## config.mk

```make
export PLATFORM = sky130hd
export DESIGN_NAME = id_stage
export DESIGN_NICKNAME = d
export VERILOG_FILES = /design/src/rv_isa_pkg.sv /design/src/id_bus_pkg.sv /design/src/id_branch_unit.sv /design/src/id_decoder.sv /design/src/id_gpr_file.sv /design/src/id_stage.sv /design/src/id_stage_ctrl.sv
export VERILOG_INCLUDE_DIRS = /design/src /design/src/src
export SDC_FILE = /design/constraint.sdc
export NUM_CORES = 2
export LEC_CHECK = 0
export BUFFER_PORTS_ARGS = -buffer_cell sky130_fd_sc_hd__buf_2
export CORE_ASPECT_RATIO = 0.6
export CORE_MARGIN = 1
export CORE_UTILIZATION = 41
export DETAILED_ROUTE_END_ITERATION = 10
export HOLD_SLACK_MARGIN = 0.15
export PLACE_DENSITY = 0.65
export RECOVER_POWER = 50
export SLEW_MARGIN = 0
export SYNTH_ARGS = -nofsm -noshare
export SYNTH_HDL_FRONTEND = slang
export SYNTH_SLANG_ARGS = --single-unit
```

## constraint.sdc

```tcl
create_clock -name i_clk -period 12.2 [get_ports i_clk]
set_input_delay 0 -clock i_clk [delete_from_list [all_inputs] [get_ports i_clk]]
set_output_delay 0 -clock i_clk [all_outputs]
set_load 0.01 [all_outputs]
```

## src/id_params.svh

```systemverilog
// ISA widths and register count for the decode stage, included by the packages and RTL
`ifndef ID_PARAMS_SVH
`define ID_PARAMS_SVH

// data path width of RV64
`define XLEN 64

// raw instruction width
`define INST_WD 32

// general register file
`define GPR_ADDR_WD 5
`define GPR_NUM 32

`endif

```

## src/rv_isa_pkg.sv

```systemverilog
// RV64I instruction formats and decode encodings shared by the decode stage modules
`include "id_params.svh"

package rv_isa_pkg;

  typedef enum logic [6:0] {
    OPC_LUI    = 7'b0110111,
    OPC_AUIPC  = 7'b0010111,
    OPC_JAL    = 7'b1101111,
    OPC_JALR   = 7'b1100111,
    OPC_BRANCH = 7'b1100011,
    OPC_LOAD   = 7'b0000011,
    OPC_STORE  = 7'b0100011,
    OPC_OP_IMM = 7'b0010011,
    OPC_OP     = 7'b0110011
  } opcode_e;

  typedef enum logic [2:0] {
    ALU_ADD,
    ALU_SUB,
    ALU_AND,
    ALU_OR,
    ALU_PASS_B // lui
  } alu_op_e;

  // same encoding as funct3 of the branch format
  typedef enum logic [2:0] {
    BR_EQ = 3'b000,
    BR_NE = 3'b001,
    BR_LT = 3'b100,
    BR_GE = 3'b101
  } br_func_e;

  localparam logic [2:0] F3_ADD_SUB = 3'b000;
  localparam logic [2:0] F3_OR      = 3'b110;
  localparam logic [2:0] F3_AND     = 3'b111;
  localparam logic [6:0] F7_BASE    = 7'b0000000;
  localparam logic [6:0] F7_SUB     = 7'b0100000;

  typedef struct packed {
    logic [6:0]              funct7;
    logic [`GPR_ADDR_WD-1:0] rs2;
    logic [`GPR_ADDR_WD-1:0] rs1;
    logic [2:0]              funct3;
    logic [`GPR_ADDR_WD-1:0] rd;
    opcode_e                 opcode;
  } inst_r_t;

  typedef struct packed {
    logic [11:0]             imm;
    logic [`GPR_ADDR_WD-1:0] rs1;
    logic [2:0]              funct3;
    logic [`GPR_ADDR_WD-1:0] rd;
    opcode_e                 opcode;
  } inst_i_t;

  typedef struct packed {
    logic                    imm_12;
    logic [5:0]              imm_10_5;
    logic [`GPR_ADDR_WD-1:0] rs2;
    logic [`GPR_ADDR_WD-1:0] rs1;
    br_func_e                funct3;
    logic [3:0]              imm_4_1;
    logic                    imm_11;
    opcode_e                 opcode;
  } inst_b_t;

  typedef struct packed {
    logic [19:0]             imm;
    logic [`GPR_ADDR_WD-1:0] rd;
    opcode_e                 opcode;
  } inst_u_t;

  typedef struct packed {
    logic                    imm_20;
    logic [9:0]              imm_10_1;
    logic                    imm_11;
    logic [7:0]              imm_19_12;
    logic [`GPR_ADDR_WD-1:0] rd;
    opcode_e                 opcode;
  } inst_j_t;

  typedef union packed {
    inst_r_t r;
    inst_i_t i;
    inst_b_t b;
    inst_u_t u;
    inst_j_t j;
  } rv_inst_u;

endpackage

```

## src/id_bus_pkg.sv

```systemverilog
// Bus bundles between the pipeline stages around decode, used on every stage port
`include "id_params.svh"

package id_bus_pkg;

  // fetch -> decode
  typedef struct packed {
    logic [`INST_WD-1:0] inst;
    logic [`XLEN-1:0]    pc;
  } fs_to_ds_t;

  // write back -> register file
  typedef struct packed {
    logic                    wen;
    logic [`GPR_ADDR_WD-1:0] waddr;
    logic [`XLEN-1:0]        wdata;
  } wb_to_rf_t;

  typedef struct packed {
    logic [`GPR_ADDR_WD-1:0] rs1;
    logic [`GPR_ADDR_WD-1:0] rs2;
    logic [`GPR_ADDR_WD-1:0] rd;
    logic [`XLEN-1:0]        imm;
    rv_isa_pkg::alu_op_e     alu_op;
    logic                    alu_src1_pc;  // pc instead of rs1
    logic                    alu_src2_imm; // imm instead of rs2
    logic                    gpr_wen;
    logic                    bren;
    logic                    jal;          // execute links pc + 4
    logic                    invalid;
  } dec_ctrl_t;

  // decode -> execute
  typedef struct packed {
    logic [`XLEN-1:0] rs1data;
    logic [`XLEN-1:0] rs2data;
    logic [`XLEN-1:0] pc;
    dec_ctrl_t        ctrl;
  } ds_to_es_t;

  // decode -> fetch
  typedef struct packed {
    logic             taken;
    logic [`XLEN-1:0] target;
  } br_bus_t;

endpackage

```

## src/id_branch_unit.sv

```systemverilog
// Branch resolution in decode, evaluates the condition and reports the taken target to fetch
`include "id_params.svh"

module id_branch_unit (
  input  logic                 i_valid,
  input  logic [`XLEN-1:0]     i_pc,
  input  logic [`XLEN-1:0]     i_imm,
  input  logic [`XLEN-1:0]     i_rs1data,
  input  logic [`XLEN-1:0]     i_rs2data,
  input  logic                 i_bren,
  input  rv_isa_pkg::br_func_e i_brfunc,
  input  logic                 i_jal,
  output id_bus_pkg::br_bus_t  o_br_bus
);

  import rv_isa_pkg::*;

  logic cond;

  always_comb begin
    case (i_brfunc)
      BR_EQ:   cond = i_rs1data == i_rs2data;
      BR_NE:   cond = i_rs1data != i_rs2data;
      BR_LT:   cond = $signed(i_rs1data) < $signed(i_rs2data);
      BR_GE:   cond = $signed(i_rs1data) >= $signed(i_rs2data);
      default: cond = 1'b0;
    endcase
  end

  // jal is unconditional, branches need bren
  assign o_br_bus.taken  = i_valid && ((i_bren && cond) || i_jal);
  assign o_br_bus.target = i_pc + i_imm; // same adder for b and j offsets

endmodule

```

## src/id_decoder.sv

```systemverilog
// Instruction decoder for the RV64I subset, turns the latched word into execute control fields
`include "id_params.svh"

module id_decoder (
  input  rv_isa_pkg::rv_inst_u  i_inst,
  output id_bus_pkg::dec_ctrl_t o_ctrl
);

  import rv_isa_pkg::*;

  logic [`XLEN-1:0] imm_i;
  logic [`XLEN-1:0] imm_b;
  logic [`XLEN-1:0] imm_u;
  logic [`XLEN-1:0] imm_j;
  logic             invalid;

  // sign extended immediates, one per format view
  assign imm_i = {{(`XLEN-12){i_inst.i.imm[11]}}, i_inst.i.imm};
  assign imm_b = {{(`XLEN-13){i_inst.b.imm_12}}, i_inst.b.imm_12, i_inst.b.imm_11,
                  i_inst.b.imm_10_5, i_inst.b.imm_4_1, 1'b0};
  assign imm_u = {{(`XLEN-32){i_inst.u.imm[19]}}, i_inst.u.imm, 12'b0};
  assign imm_j = {{(`XLEN-21){i_inst.j.imm_20}}, i_inst.j.imm_20, i_inst.j.imm_19_12,
                  i_inst.j.imm_11, i_inst.j.imm_10_1, 1'b0};

  always_comb begin
    o_ctrl  = '0; // unused sources stay x0 so they never stall
    invalid = 1'b0;
    case (i_inst.r.opcode)
      OPC_LUI: begin
        o_ctrl.rd           = i_inst.u.rd;
        o_ctrl.imm          = imm_u;
        o_ctrl.alu_op       = ALU_PASS_B;
        o_ctrl.alu_src2_imm = 1'b1;
        o_ctrl.gpr_wen      = 1'b1;
      end
      OPC_JAL: begin
        o_ctrl.rd          = i_inst.j.rd;
        o_ctrl.imm         = imm_j;
        o_ctrl.alu_op      = ALU_ADD;
        o_ctrl.alu_src1_pc = 1'b1;
        o_ctrl.gpr_wen     = 1'b1;
        o_ctrl.jal         = 1'b1;
      end
      OPC_BRANCH: begin
        o_ctrl.rs1    = i_inst.b.rs1;
        o_ctrl.rs2    = i_inst.b.rs2;
        o_ctrl.imm    = imm_b;
        o_ctrl.alu_op = ALU_SUB;
        o_ctrl.bren   = 1'b1;
        invalid       = !(i_inst.b.funct3 inside {BR_EQ, BR_NE, BR_LT, BR_GE});
      end
      OPC_OP_IMM: begin
        o_ctrl.rs1          = i_inst.i.rs1;
        o_ctrl.rd           = i_inst.i.rd;
        o_ctrl.imm          = imm_i;
        o_ctrl.alu_op       = ALU_ADD;
        o_ctrl.alu_src2_imm = 1'b1;
        o_ctrl.gpr_wen      = 1'b1;
        invalid             = i_inst.i.funct3 != F3_ADD_SUB; // addi only
      end
      OPC_OP: begin
        o_ctrl.rs1     = i_inst.r.rs1;
        o_ctrl.rs2     = i_inst.r.rs2;
        o_ctrl.rd      = i_inst.r.rd;
        o_ctrl.gpr_wen = 1'b1;
        case ({i_inst.r.funct7, i_inst.r.funct3})
          {F7_BASE, F3_ADD_SUB}: o_ctrl.alu_op = ALU_ADD;
          {F7_SUB, F3_ADD_SUB}:  o_ctrl.alu_op = ALU_SUB;
          {F7_BASE, F3_AND}:     o_ctrl.alu_op = ALU_AND;
          {F7_BASE, F3_OR}:      o_ctrl.alu_op = ALU_OR;
          default:               invalid = 1'b1;
        endcase
      end
      default: invalid = 1'b1;
    endcase

    // outside the subset, nothing may be enabled
    if (invalid) begin
      o_ctrl         = '0;
      o_ctrl.invalid = 1'b1;
    end
  end

endmodule

```

## src/id_gpr_file.sv

```systemverilog
// General register file of the decode stage, two combinational reads and one write from write back
`include "id_params.svh"

module id_gpr_file (
  input  logic                    i_clk,
  input  logic                    i_arst_n,
  input  logic [`GPR_ADDR_WD-1:0] i_raddr1,
  input  logic [`GPR_ADDR_WD-1:0] i_raddr2,
  input  id_bus_pkg::wb_to_rf_t   i_wb,
  output logic [`XLEN-1:0]        o_rdata1,
  output logic [`XLEN-1:0]        o_rdata2
);

  logic [`XLEN-1:0] regs [1:`GPR_NUM-1]; // x0 has no storage

  always_ff @(posedge i_clk or negedge i_arst_n) begin
    if (!i_arst_n) begin
      for (int i = 1; i < `GPR_NUM; i++) begin
        regs[i] <= '0;
      end
    end else if (i_wb.wen && i_wb.waddr != '0) begin // x0 never written
      regs[i_wb.waddr] <= i_wb.wdata;
    end
  end

  // x0 reads as zero
  assign o_rdata1 = (i_raddr1 == '0) ? '0 : regs[i_raddr1];
  assign o_rdata2 = (i_raddr2 == '0) ? '0 : regs[i_raddr2];

endmodule

```

## src/id_stage.sv

```systemverilog
// Top of the decode stage, wires the stage register, decoder, register file and branch unit
`include "id_params.svh"

module id_stage (
  input  logic                    i_clk,
  input  logic                    i_arst_n,
  input  logic                    i_fs_to_ds_valid,
  input  id_bus_pkg::fs_to_ds_t   i_fs_to_ds_bus,
  input  logic                    i_es_allowin,
  input  id_bus_pkg::wb_to_rf_t   i_wb_to_rf,
  input  logic [`GPR_ADDR_WD-1:0] i_es_rd,
  input  logic [`GPR_ADDR_WD-1:0] i_ms_rd,
  input  logic [`GPR_ADDR_WD-1:0] i_ws_rd,
  output logic                    o_ds_allowin,
  output logic                    o_ds_to_es_valid,
  output id_bus_pkg::ds_to_es_t   o_ds_to_es_bus,
  output id_bus_pkg::br_bus_t     o_br_bus
);

  import rv_isa_pkg::*;
  import id_bus_pkg::*;

  rv_inst_u         ds_inst;
  logic [`XLEN-1:0] ds_pc;
  logic [`XLEN-1:0] rs1data;
  logic [`XLEN-1:0] rs2data;
  dec_ctrl_t        dec_ctrl;

  id_stage_ctrl u_stage_ctrl (
    .i_clk            (i_clk),
    .i_arst_n         (i_arst_n),
    .i_fs_to_ds_valid (i_fs_to_ds_valid),
    .i_fs_to_ds_bus   (i_fs_to_ds_bus),
    .i_es_allowin     (i_es_allowin),
    .i_es_rd          (i_es_rd),
    .i_ms_rd          (i_ms_rd),
    .i_ws_rd          (i_ws_rd),
    .i_rs1            (dec_ctrl.rs1),
    .i_rs2            (dec_ctrl.rs2),
    .o_ds_allowin     (o_ds_allowin),
    .o_ds_to_es_valid (o_ds_to_es_valid),
    .o_ds_inst        (ds_inst),
    .o_ds_pc          (ds_pc)
  );

  id_decoder u_decoder (
    .i_inst (ds_inst),
    .o_ctrl (dec_ctrl)
  );

  id_gpr_file u_gprs (
    .i_clk    (i_clk),
    .i_arst_n (i_arst_n),
    .i_raddr1 (dec_ctrl.rs1),
    .i_raddr2 (dec_ctrl.rs2),
    .i_wb     (i_wb_to_rf),
    .o_rdata1 (rs1data),
    .o_rdata2 (rs2data)
  );

  id_branch_unit u_bru (
    .i_valid   (o_ds_to_es_valid),
    .i_pc      (ds_pc),
    .i_imm     (dec_ctrl.imm),
    .i_rs1data (rs1data),
    .i_rs2data (rs2data),
    .i_bren    (dec_ctrl.bren),
    .i_brfunc  (ds_inst.b.funct3), // funct3 seen through the branch view
    .i_jal     (dec_ctrl.jal),
    .o_br_bus  (o_br_bus)
  );

  assign o_ds_to_es_bus = '{rs1data: rs1data, rs2data: rs2data, pc: ds_pc, ctrl: dec_ctrl};

endmodule

```

## src/id_stage_ctrl.sv

```systemverilog
// Decode stage register with valid/allowin handshake and the stall on pending register writes
`include "id_params.svh"

module id_stage_ctrl (
  input  logic                    i_clk,
  input  logic                    i_arst_n,
  input  logic                    i_fs_to_ds_valid,
  input  id_bus_pkg::fs_to_ds_t   i_fs_to_ds_bus,
  input  logic                    i_es_allowin,
  input  logic [`GPR_ADDR_WD-1:0] i_es_rd,
  input  logic [`GPR_ADDR_WD-1:0] i_ms_rd,
  input  logic [`GPR_ADDR_WD-1:0] i_ws_rd,
  input  logic [`GPR_ADDR_WD-1:0] i_rs1,
  input  logic [`GPR_ADDR_WD-1:0] i_rs2,
  output logic                    o_ds_allowin,
  output logic                    o_ds_to_es_valid,
  output rv_isa_pkg::rv_inst_u    o_ds_inst,
  output logic [`XLEN-1:0]        o_ds_pc
);

  import id_bus_pkg::*;

  logic      ds_valid;
  logic      ds_ready_go;
  fs_to_ds_t ds_bus_r;

  // later stage still owes a write to one of our sources
  function automatic logic dest_hit(input logic [`GPR_ADDR_WD-1:0] rd);
    return (rd != '0) && (rd == i_rs1 || rd == i_rs2);
  endfunction

  assign ds_ready_go      = !(dest_hit(i_es_rd) || dest_hit(i_ms_rd) || dest_hit(i_ws_rd));
  assign o_ds_allowin     = !ds_valid || (ds_ready_go && i_es_allowin);
  assign o_ds_to_es_valid = ds_valid && ds_ready_go;

  always_ff @(posedge i_clk or negedge i_arst_n) begin
    if (!i_arst_n) begin
      ds_valid <= 1'b0;
    end else if (o_ds_allowin) begin
      ds_valid <= i_fs_to_ds_valid;
    end
  end

  always_ff @(posedge i_clk) begin
    if (i_fs_to_ds_valid && o_ds_allowin) begin
      ds_bus_r <= i_fs_to_ds_bus;
    end
  end

  assign o_ds_inst = ds_bus_r.inst;
  assign o_ds_pc   = ds_bus_r.pc;

endmodule

```

* Word level (Yosys, flattened, before mapping)
Index checks and enable logic that the tools add are counted. W data, S select, Z words.
Word-level totals: bits in registers 2081, input port bits 185, output and inout port bits 347, word-level logic and storage cells 124
Cells by class: add/subtract/negate cells 1, order comparisons 6, eq/ne operators 19, mux-type cells 25, bitwise logic cells 3, reductions and logical operators 36
Operators with widths (number):
- $bwmux W1984 | 1
- $bmux W64 S5 | 2
- $mux W64 | 7
- $demux W64 S5 | 1
- $pmux W64 S4 | 1
- $mux W88 | 1
- $add A64 B64 Y64 | 1
- $eq A64 B64 Y1 | 1
- $ge A64 B64 Y1 | 1
- $lt A64 B64 Y1 | 1
- $ne A64 B64 Y1 | 1
- $eq A5 B5 Y1 | 6
- $eq A10 B3 Y1 const B | 2
- $reduce_bool A5 Y1 | 4
- $ge A6 B6 Y1 const B | 3
- $not A5 Y6 | 3
- $mux W5 | 3
- $eq A7 B6 Y1 const B | 2
- $eq A7 B7 Y1 const B | 2
- $eq A10 B9 Y1 const B | 1
- $logic_and A1 B1 Y1 | 10
- $logic_not A10 Y1 | 1
- $logic_not A5 Y1 | 2
- $pmux W3 S3 | 1
- other kinds (15) | 32

* Logic depth before layout (Yosys ltp)
depth in word-level cells 15, gate-level depth with buffers 29, depth with buffers taken out 24

* Modules after synthesis
From an unflattened synthesis, not the netlist that was laid out.
Unflattened totals: cells, all modules 8398, area total of the unflattened synthesis 116203.9 um^2
By module, submodules not included:
- id_gpr_file | instances 1, cells an instance 7242, area an instance 106130.5 um^2, sequential area each 49647.6 um^2
- id_branch_unit | instances 1, cells an instance 790, area an instance 5434.0 um^2, sequential area each 0.0 um^2
- id_stage_ctrl | instances 1, cells an instance 155, area an instance 3352.0 um^2, sequential area each 2907.8 um^2
- id_decoder | instances 1, cells an instance 211, area an instance 1287.5 um^2, sequential area each 0.0 um^2

* Worst setup path after synthesis
No wires, ideal clock.
path type reg2reg, start point register u_stage_ctrl.ds_bus_r, in the netlist u_stage_ctrl.o_ds_inst[12], end point register u_stage_ctrl.ds_bus_r, in the netlist u_stage_ctrl.o_ds_inst[0] (enable), setup time 586 ps, data arrival time 7281 ps, data required time 11614 ps, slack 4333 ps, stages on the path, launching flop included 16, buffers on the path 5, period minus slack after synthesis 7867 ps, cell sequence edfxtp_1 > nor3_2 > o2111ai_1 > a31oi_2 > o22ai_2 > or2_1 > buf_6 > inv_6 > buf_8 > buf_12 > buf_8 > buf_6 > xnor2_1 > nand3_2 > nand4_4 > o22ai_1
Between the ends: cells in the longest elaborated chain, start to end 14, elaborated cells on any way between the ends 33, classes of those cells eq/ne: 12; mux: 3; reduce/logical: 18
Ends and longest elaborated chain:
- start: declaration | RTL line id_stage_ctrl.sv:25 | fs_to_ds_t ds_bus_r;
- start signal: assignment | RTL line id_stage_ctrl.sv:46 | ds_bus_r <= i_fs_to_ds_bus;
- $eq A10 B9 Y1, or another cell as far along | RTL line id_decoder.sv:66 | case ({i_inst.r.funct7, i_inst.r.funct3})
- $reduce_or A4 Y1 (no source line) / $reduce_bool A4 Y1 (equally long branches)
- $mux W1 / $logic_not A1 Y1 (equally long branches) | RTL line id_decoder.sv:66, id_decoder.sv:50
- $pmux W1 S4 (*) | RTL line id_decoder.sv:28 | case (i_inst.r.opcode)
- named net u_decoder.invalid | RTL line id_decoder.sv:15 | logic invalid;
- $mux W88 (*) | RTL line id_decoder.sv:78 | if (invalid) begin
- $eq A5 B5 Y1 | RTL line id_stage_ctrl.sv:29 | return (rd != '0) && (rd == i_rs1 || rd == i_rs2);
- $logic_or A1 B1 Y1 | RTL line id_stage_ctrl.sv:29
- $logic_and A1 B1 Y1 | RTL line id_stage_ctrl.sv:29
- $logic_or A1 B1 Y1 | RTL line id_stage_ctrl.sv:32 | assign ds_ready_go = !(dest_hit(i_es_rd) || dest_hit(i_ms_rd) || dest_hit(i_ws_rd));
- $logic_or A1 B1 Y1 (*) | RTL line id_stage_ctrl.sv:32
- $logic_not A1 Y1 (*) | RTL line id_stage_ctrl.sv:32
- $logic_and A1 B1 Y1 (*) | RTL line id_stage_ctrl.sv:33 | assign o_ds_allowin = !ds_valid || (ds_ready_go && i_es_allowin);
- $logic_or A1 B1 Y1 (*) | RTL line id_stage_ctrl.sv:33
- $logic_and A1 B1 Y1 (*) | RTL line id_stage_ctrl.sv:45 | if (i_fs_to_ds_valid && o_ds_allowin) begin
The timed path passes the listed nets; every way through them passes the cells marked *. A chain may end at the register's enable or synchronous reset.

==> results.txt <==
Async SR Flop Fraction: 95.4%
Std-Cell Rows: 150
mapped cell area: 116000 um2
Final Hold Viols: 0
Yosys reg bits: 2081
Hold/Removal Path Class: in -> reg
Clock Sink Count: 2081
PD cells: 147 nW/um2
Initial DRC Count: 16400
P_leak: 55.5 nW
initial antenna violation count: 49
crit end category: output port
drt wl/cell: 33.1 um
Pins Over Slew Limit: 1716
P&R area growth vs syn: 12.6%
critical path type: reg -> out
Nets: 11300
Die Y: 414 um
# resized after CTS: 0
placed standard-cell area: 121000 um2
number of synthesized flops with an enable pin: 96
post-CTS setup buffer count: 0
Mean Syn Cell Area: 10.6 um2
Residual DRC: 0
crit path time final: 10.28 ns
WP data required: 12.20 ns
Max clock buf depth: 4
drt pass-1 iters: 9
Buf/Inv on CP: 3
final WL: 493000 um
area of the core: 280000 um2
Slew @ Worst Pin: 9.20 ns
die area: 286000 um2
vias in the first global route: 99000
crit path cell chain: nor3_2 -> o2111ai_1 -> a31oi_2 -> and2_1 -> nand2_8 -> inv_8 -> nand2_4 -> buf_12 -> a221oi_1 -> o21ai_0 -> nand3_1 -> a21oi_1 -> a41oi_1 -> ha_1 -> nand4_1 -> a2111oi_0 -> or4_1 -> a21oi_1 -> or3_1 -> o21ai_0 -> o22ai_1 -> o211ai_1 -> a211oi_2 -> buf_2
Worst Hold Depth: 4
CP delay by family, top: compound AO/OA/AOI/OAI gates
sequential share of the synthesized area: 45.2%
clock-pin slew on the worst setup and hold paths: 0.07 ns
RSZ-0062 raised after global routing: false
post-layout util: 46.7%
area leader, netlist: dfrtp_1
clk_lat worst skew: 0.90 ns
CTS Buf Count: 205
cell count after synthesis: 10900
H-tree depth: 4
Detail Route Antenna Nets: 0
CP peak stage delay: 0.97 ns
total grt overflow: 0
syn nets: 11300
hold_ws: 0.231 ns
IO buf count: 531
width of the die: 689 um
crit path max fanout: 70
vias per cell: 6.92
largest net degree at the start of global routing: 176
Setup Skew: 0.0367 ns
ratio of cells with drive above 1 in the final layout: 28.8%
Detailed Place HPWL: 277000 um
Crit. path cell count: 24
status: finished, violations left
R2R setup slack: 4.03 ns
Slowest-stage cell, CP: a2111oi_0
design area: 131000 um2
top cell type's share of synthesized area: 42.7%
Global Route Usage Sum: 33.2%
CTS Hold Buffers Added: 277
number of distinct library cells after synthesis: 89
Placer Congestion: 0.945
top post-synthesis cells by area: dfrtp_1 (43%), mux2_2 (19%), nand2_1 (5.8%)
first-pass GRT wire length: 706000 um
Ports: 532
peak supply drop: 0.120 mV
startpoint types: flip-flop
CP Data Arrival Time: 10.28 ns
Initial Util: 41.5%
Synth Flop Type: dfrtp_1
CTS tree: done
root buf cell: clkbuf_16
via count of the routed design: 103000
Tcrit/Tclk final: 84.3%
Slew HR: -513%
Setup TNS: 0 ns
cell count of the worst reg-to-reg path: 16
final count of negative-setup-slack endpoints: 0
fmax: 97.2 MHz
Synth Warn #: 0
Max Cap Violations: 38
failing checks: max-capacitance violations, max-slew violations
Power Total: 19.3 mW
most common library cells after synthesis: dfrtp_1 (1985), mux2_2 (1985), nand2_1 (1809)
## logic make-up after synthesis
| kind of cell | after synthesis | synth area share (%) |
|---|---|---|
| xor+xnor | 76 | 0.573 |
| mux | 2422 | 24.6 |
| fa+ha+maj | 128 | 1.38 |
| simple gates | 2679 | 9.76 |
| compound gates | 2345 | 14.1 |
| buf+inv | 1209 | 4.36 |
| flops | 2081 | 45.2 |
## sequential cells by signal (all words and copies together) (netlist names)
signal,cells
u_gprs.regs,1984
u_stage_ctrl.ds_valid,1
u_stage_ctrl.o_ds_inst,32
u_stage_ctrl.o_ds_pc,64
## power by group
part / total (mW) / leakage [nW] / internal (mW) / switching [mW]
clock network: 6.85 / 3.49 / 3.85 / 3.00
logic: 3.04 / 25.7 / 1.63 / 1.41
registers: 9.36 / 26.3 / 8.27 / 1.09
total: 19.3 / 55.5 / 13.8 / 5.50
## metal layers
metal	part of all wire [%]	GRT usage (%)	vias up
met5	0.028	0.0669	-
met4	6.7	18.7	22
met3	15	12.4	1947
met2	41	46.4	8694
met1	37	44.0	51800
li1	-	-	40800
## path summary, 6_finish.rpt
check,from,end
min in group asynchronous,i_arst_n,u_gprs.regs[345]$_DFFE_PN0P_
min reg2reg,u_gprs.regs[188]$_DFFE_PN0P_,u_gprs.regs[188]$_DFFE_PN0P_
min,i_es_allowin,u_stage_ctrl.o_ds_inst[16]$_DFFE_PP_
max in group asynchronous,i_arst_n,u_gprs.regs[134]$_DFFE_PN0P_
max,u_stage_ctrl.o_ds_inst[12]$_DFFE_PP_,o_br_bus[64]
max reg2reg,u_stage_ctrl.o_ds_inst[12]$_DFFE_PP_,u_stage_ctrl.o_ds_inst[19]$_DFFE_PP_
## cell usage in the layout (no fill, tap or decap), types with 151 or more instances in the layout
cell              n
dlygate4sd3_1   276
nand3_1         455
a31oi_1         158
mux2_2         1983
o21ai_0         488
mux4_2          151
buf_4           154
mux2i_1         286
buf_2           461
a221oi_1        548
nand2_1        1794
clkbuf_16       209
dfrtp_1        1985
a311oi_1        191
a21oi_1         494
## worst min-delay path: stages
cell and delay [ns]:
dlygate4sd3_1 0.55, buf_2 0.14, nand2_1 0.10, o22ai_4 0.14
## layout make-up
cell class | count | area, um2
repair buffers | 1019 | 7290
multi-input cells | 7650 | 59000
well taps | 3724 | 4660
inverters | 51 | 264
diodes | 26 | 65.1
flip-flops and latches | 2081 | 52600
fillers | 25100 | 149000
clock buffers | 303 | 6240
clock inverters | 64 | 757
## metrics by stage
step | instances | setup WS (ns)
2_1_floorplan | 10900 | 4.33
3_3_place_gp | 14200 | 3.30
3_5_place_dp | 14200 | 3.44
4_1_cts | 14900 | 2.44
5_1_grt | 14900 | 1.23
6_report | 14900 | 1.92
(Power assumes the default switching activity.)
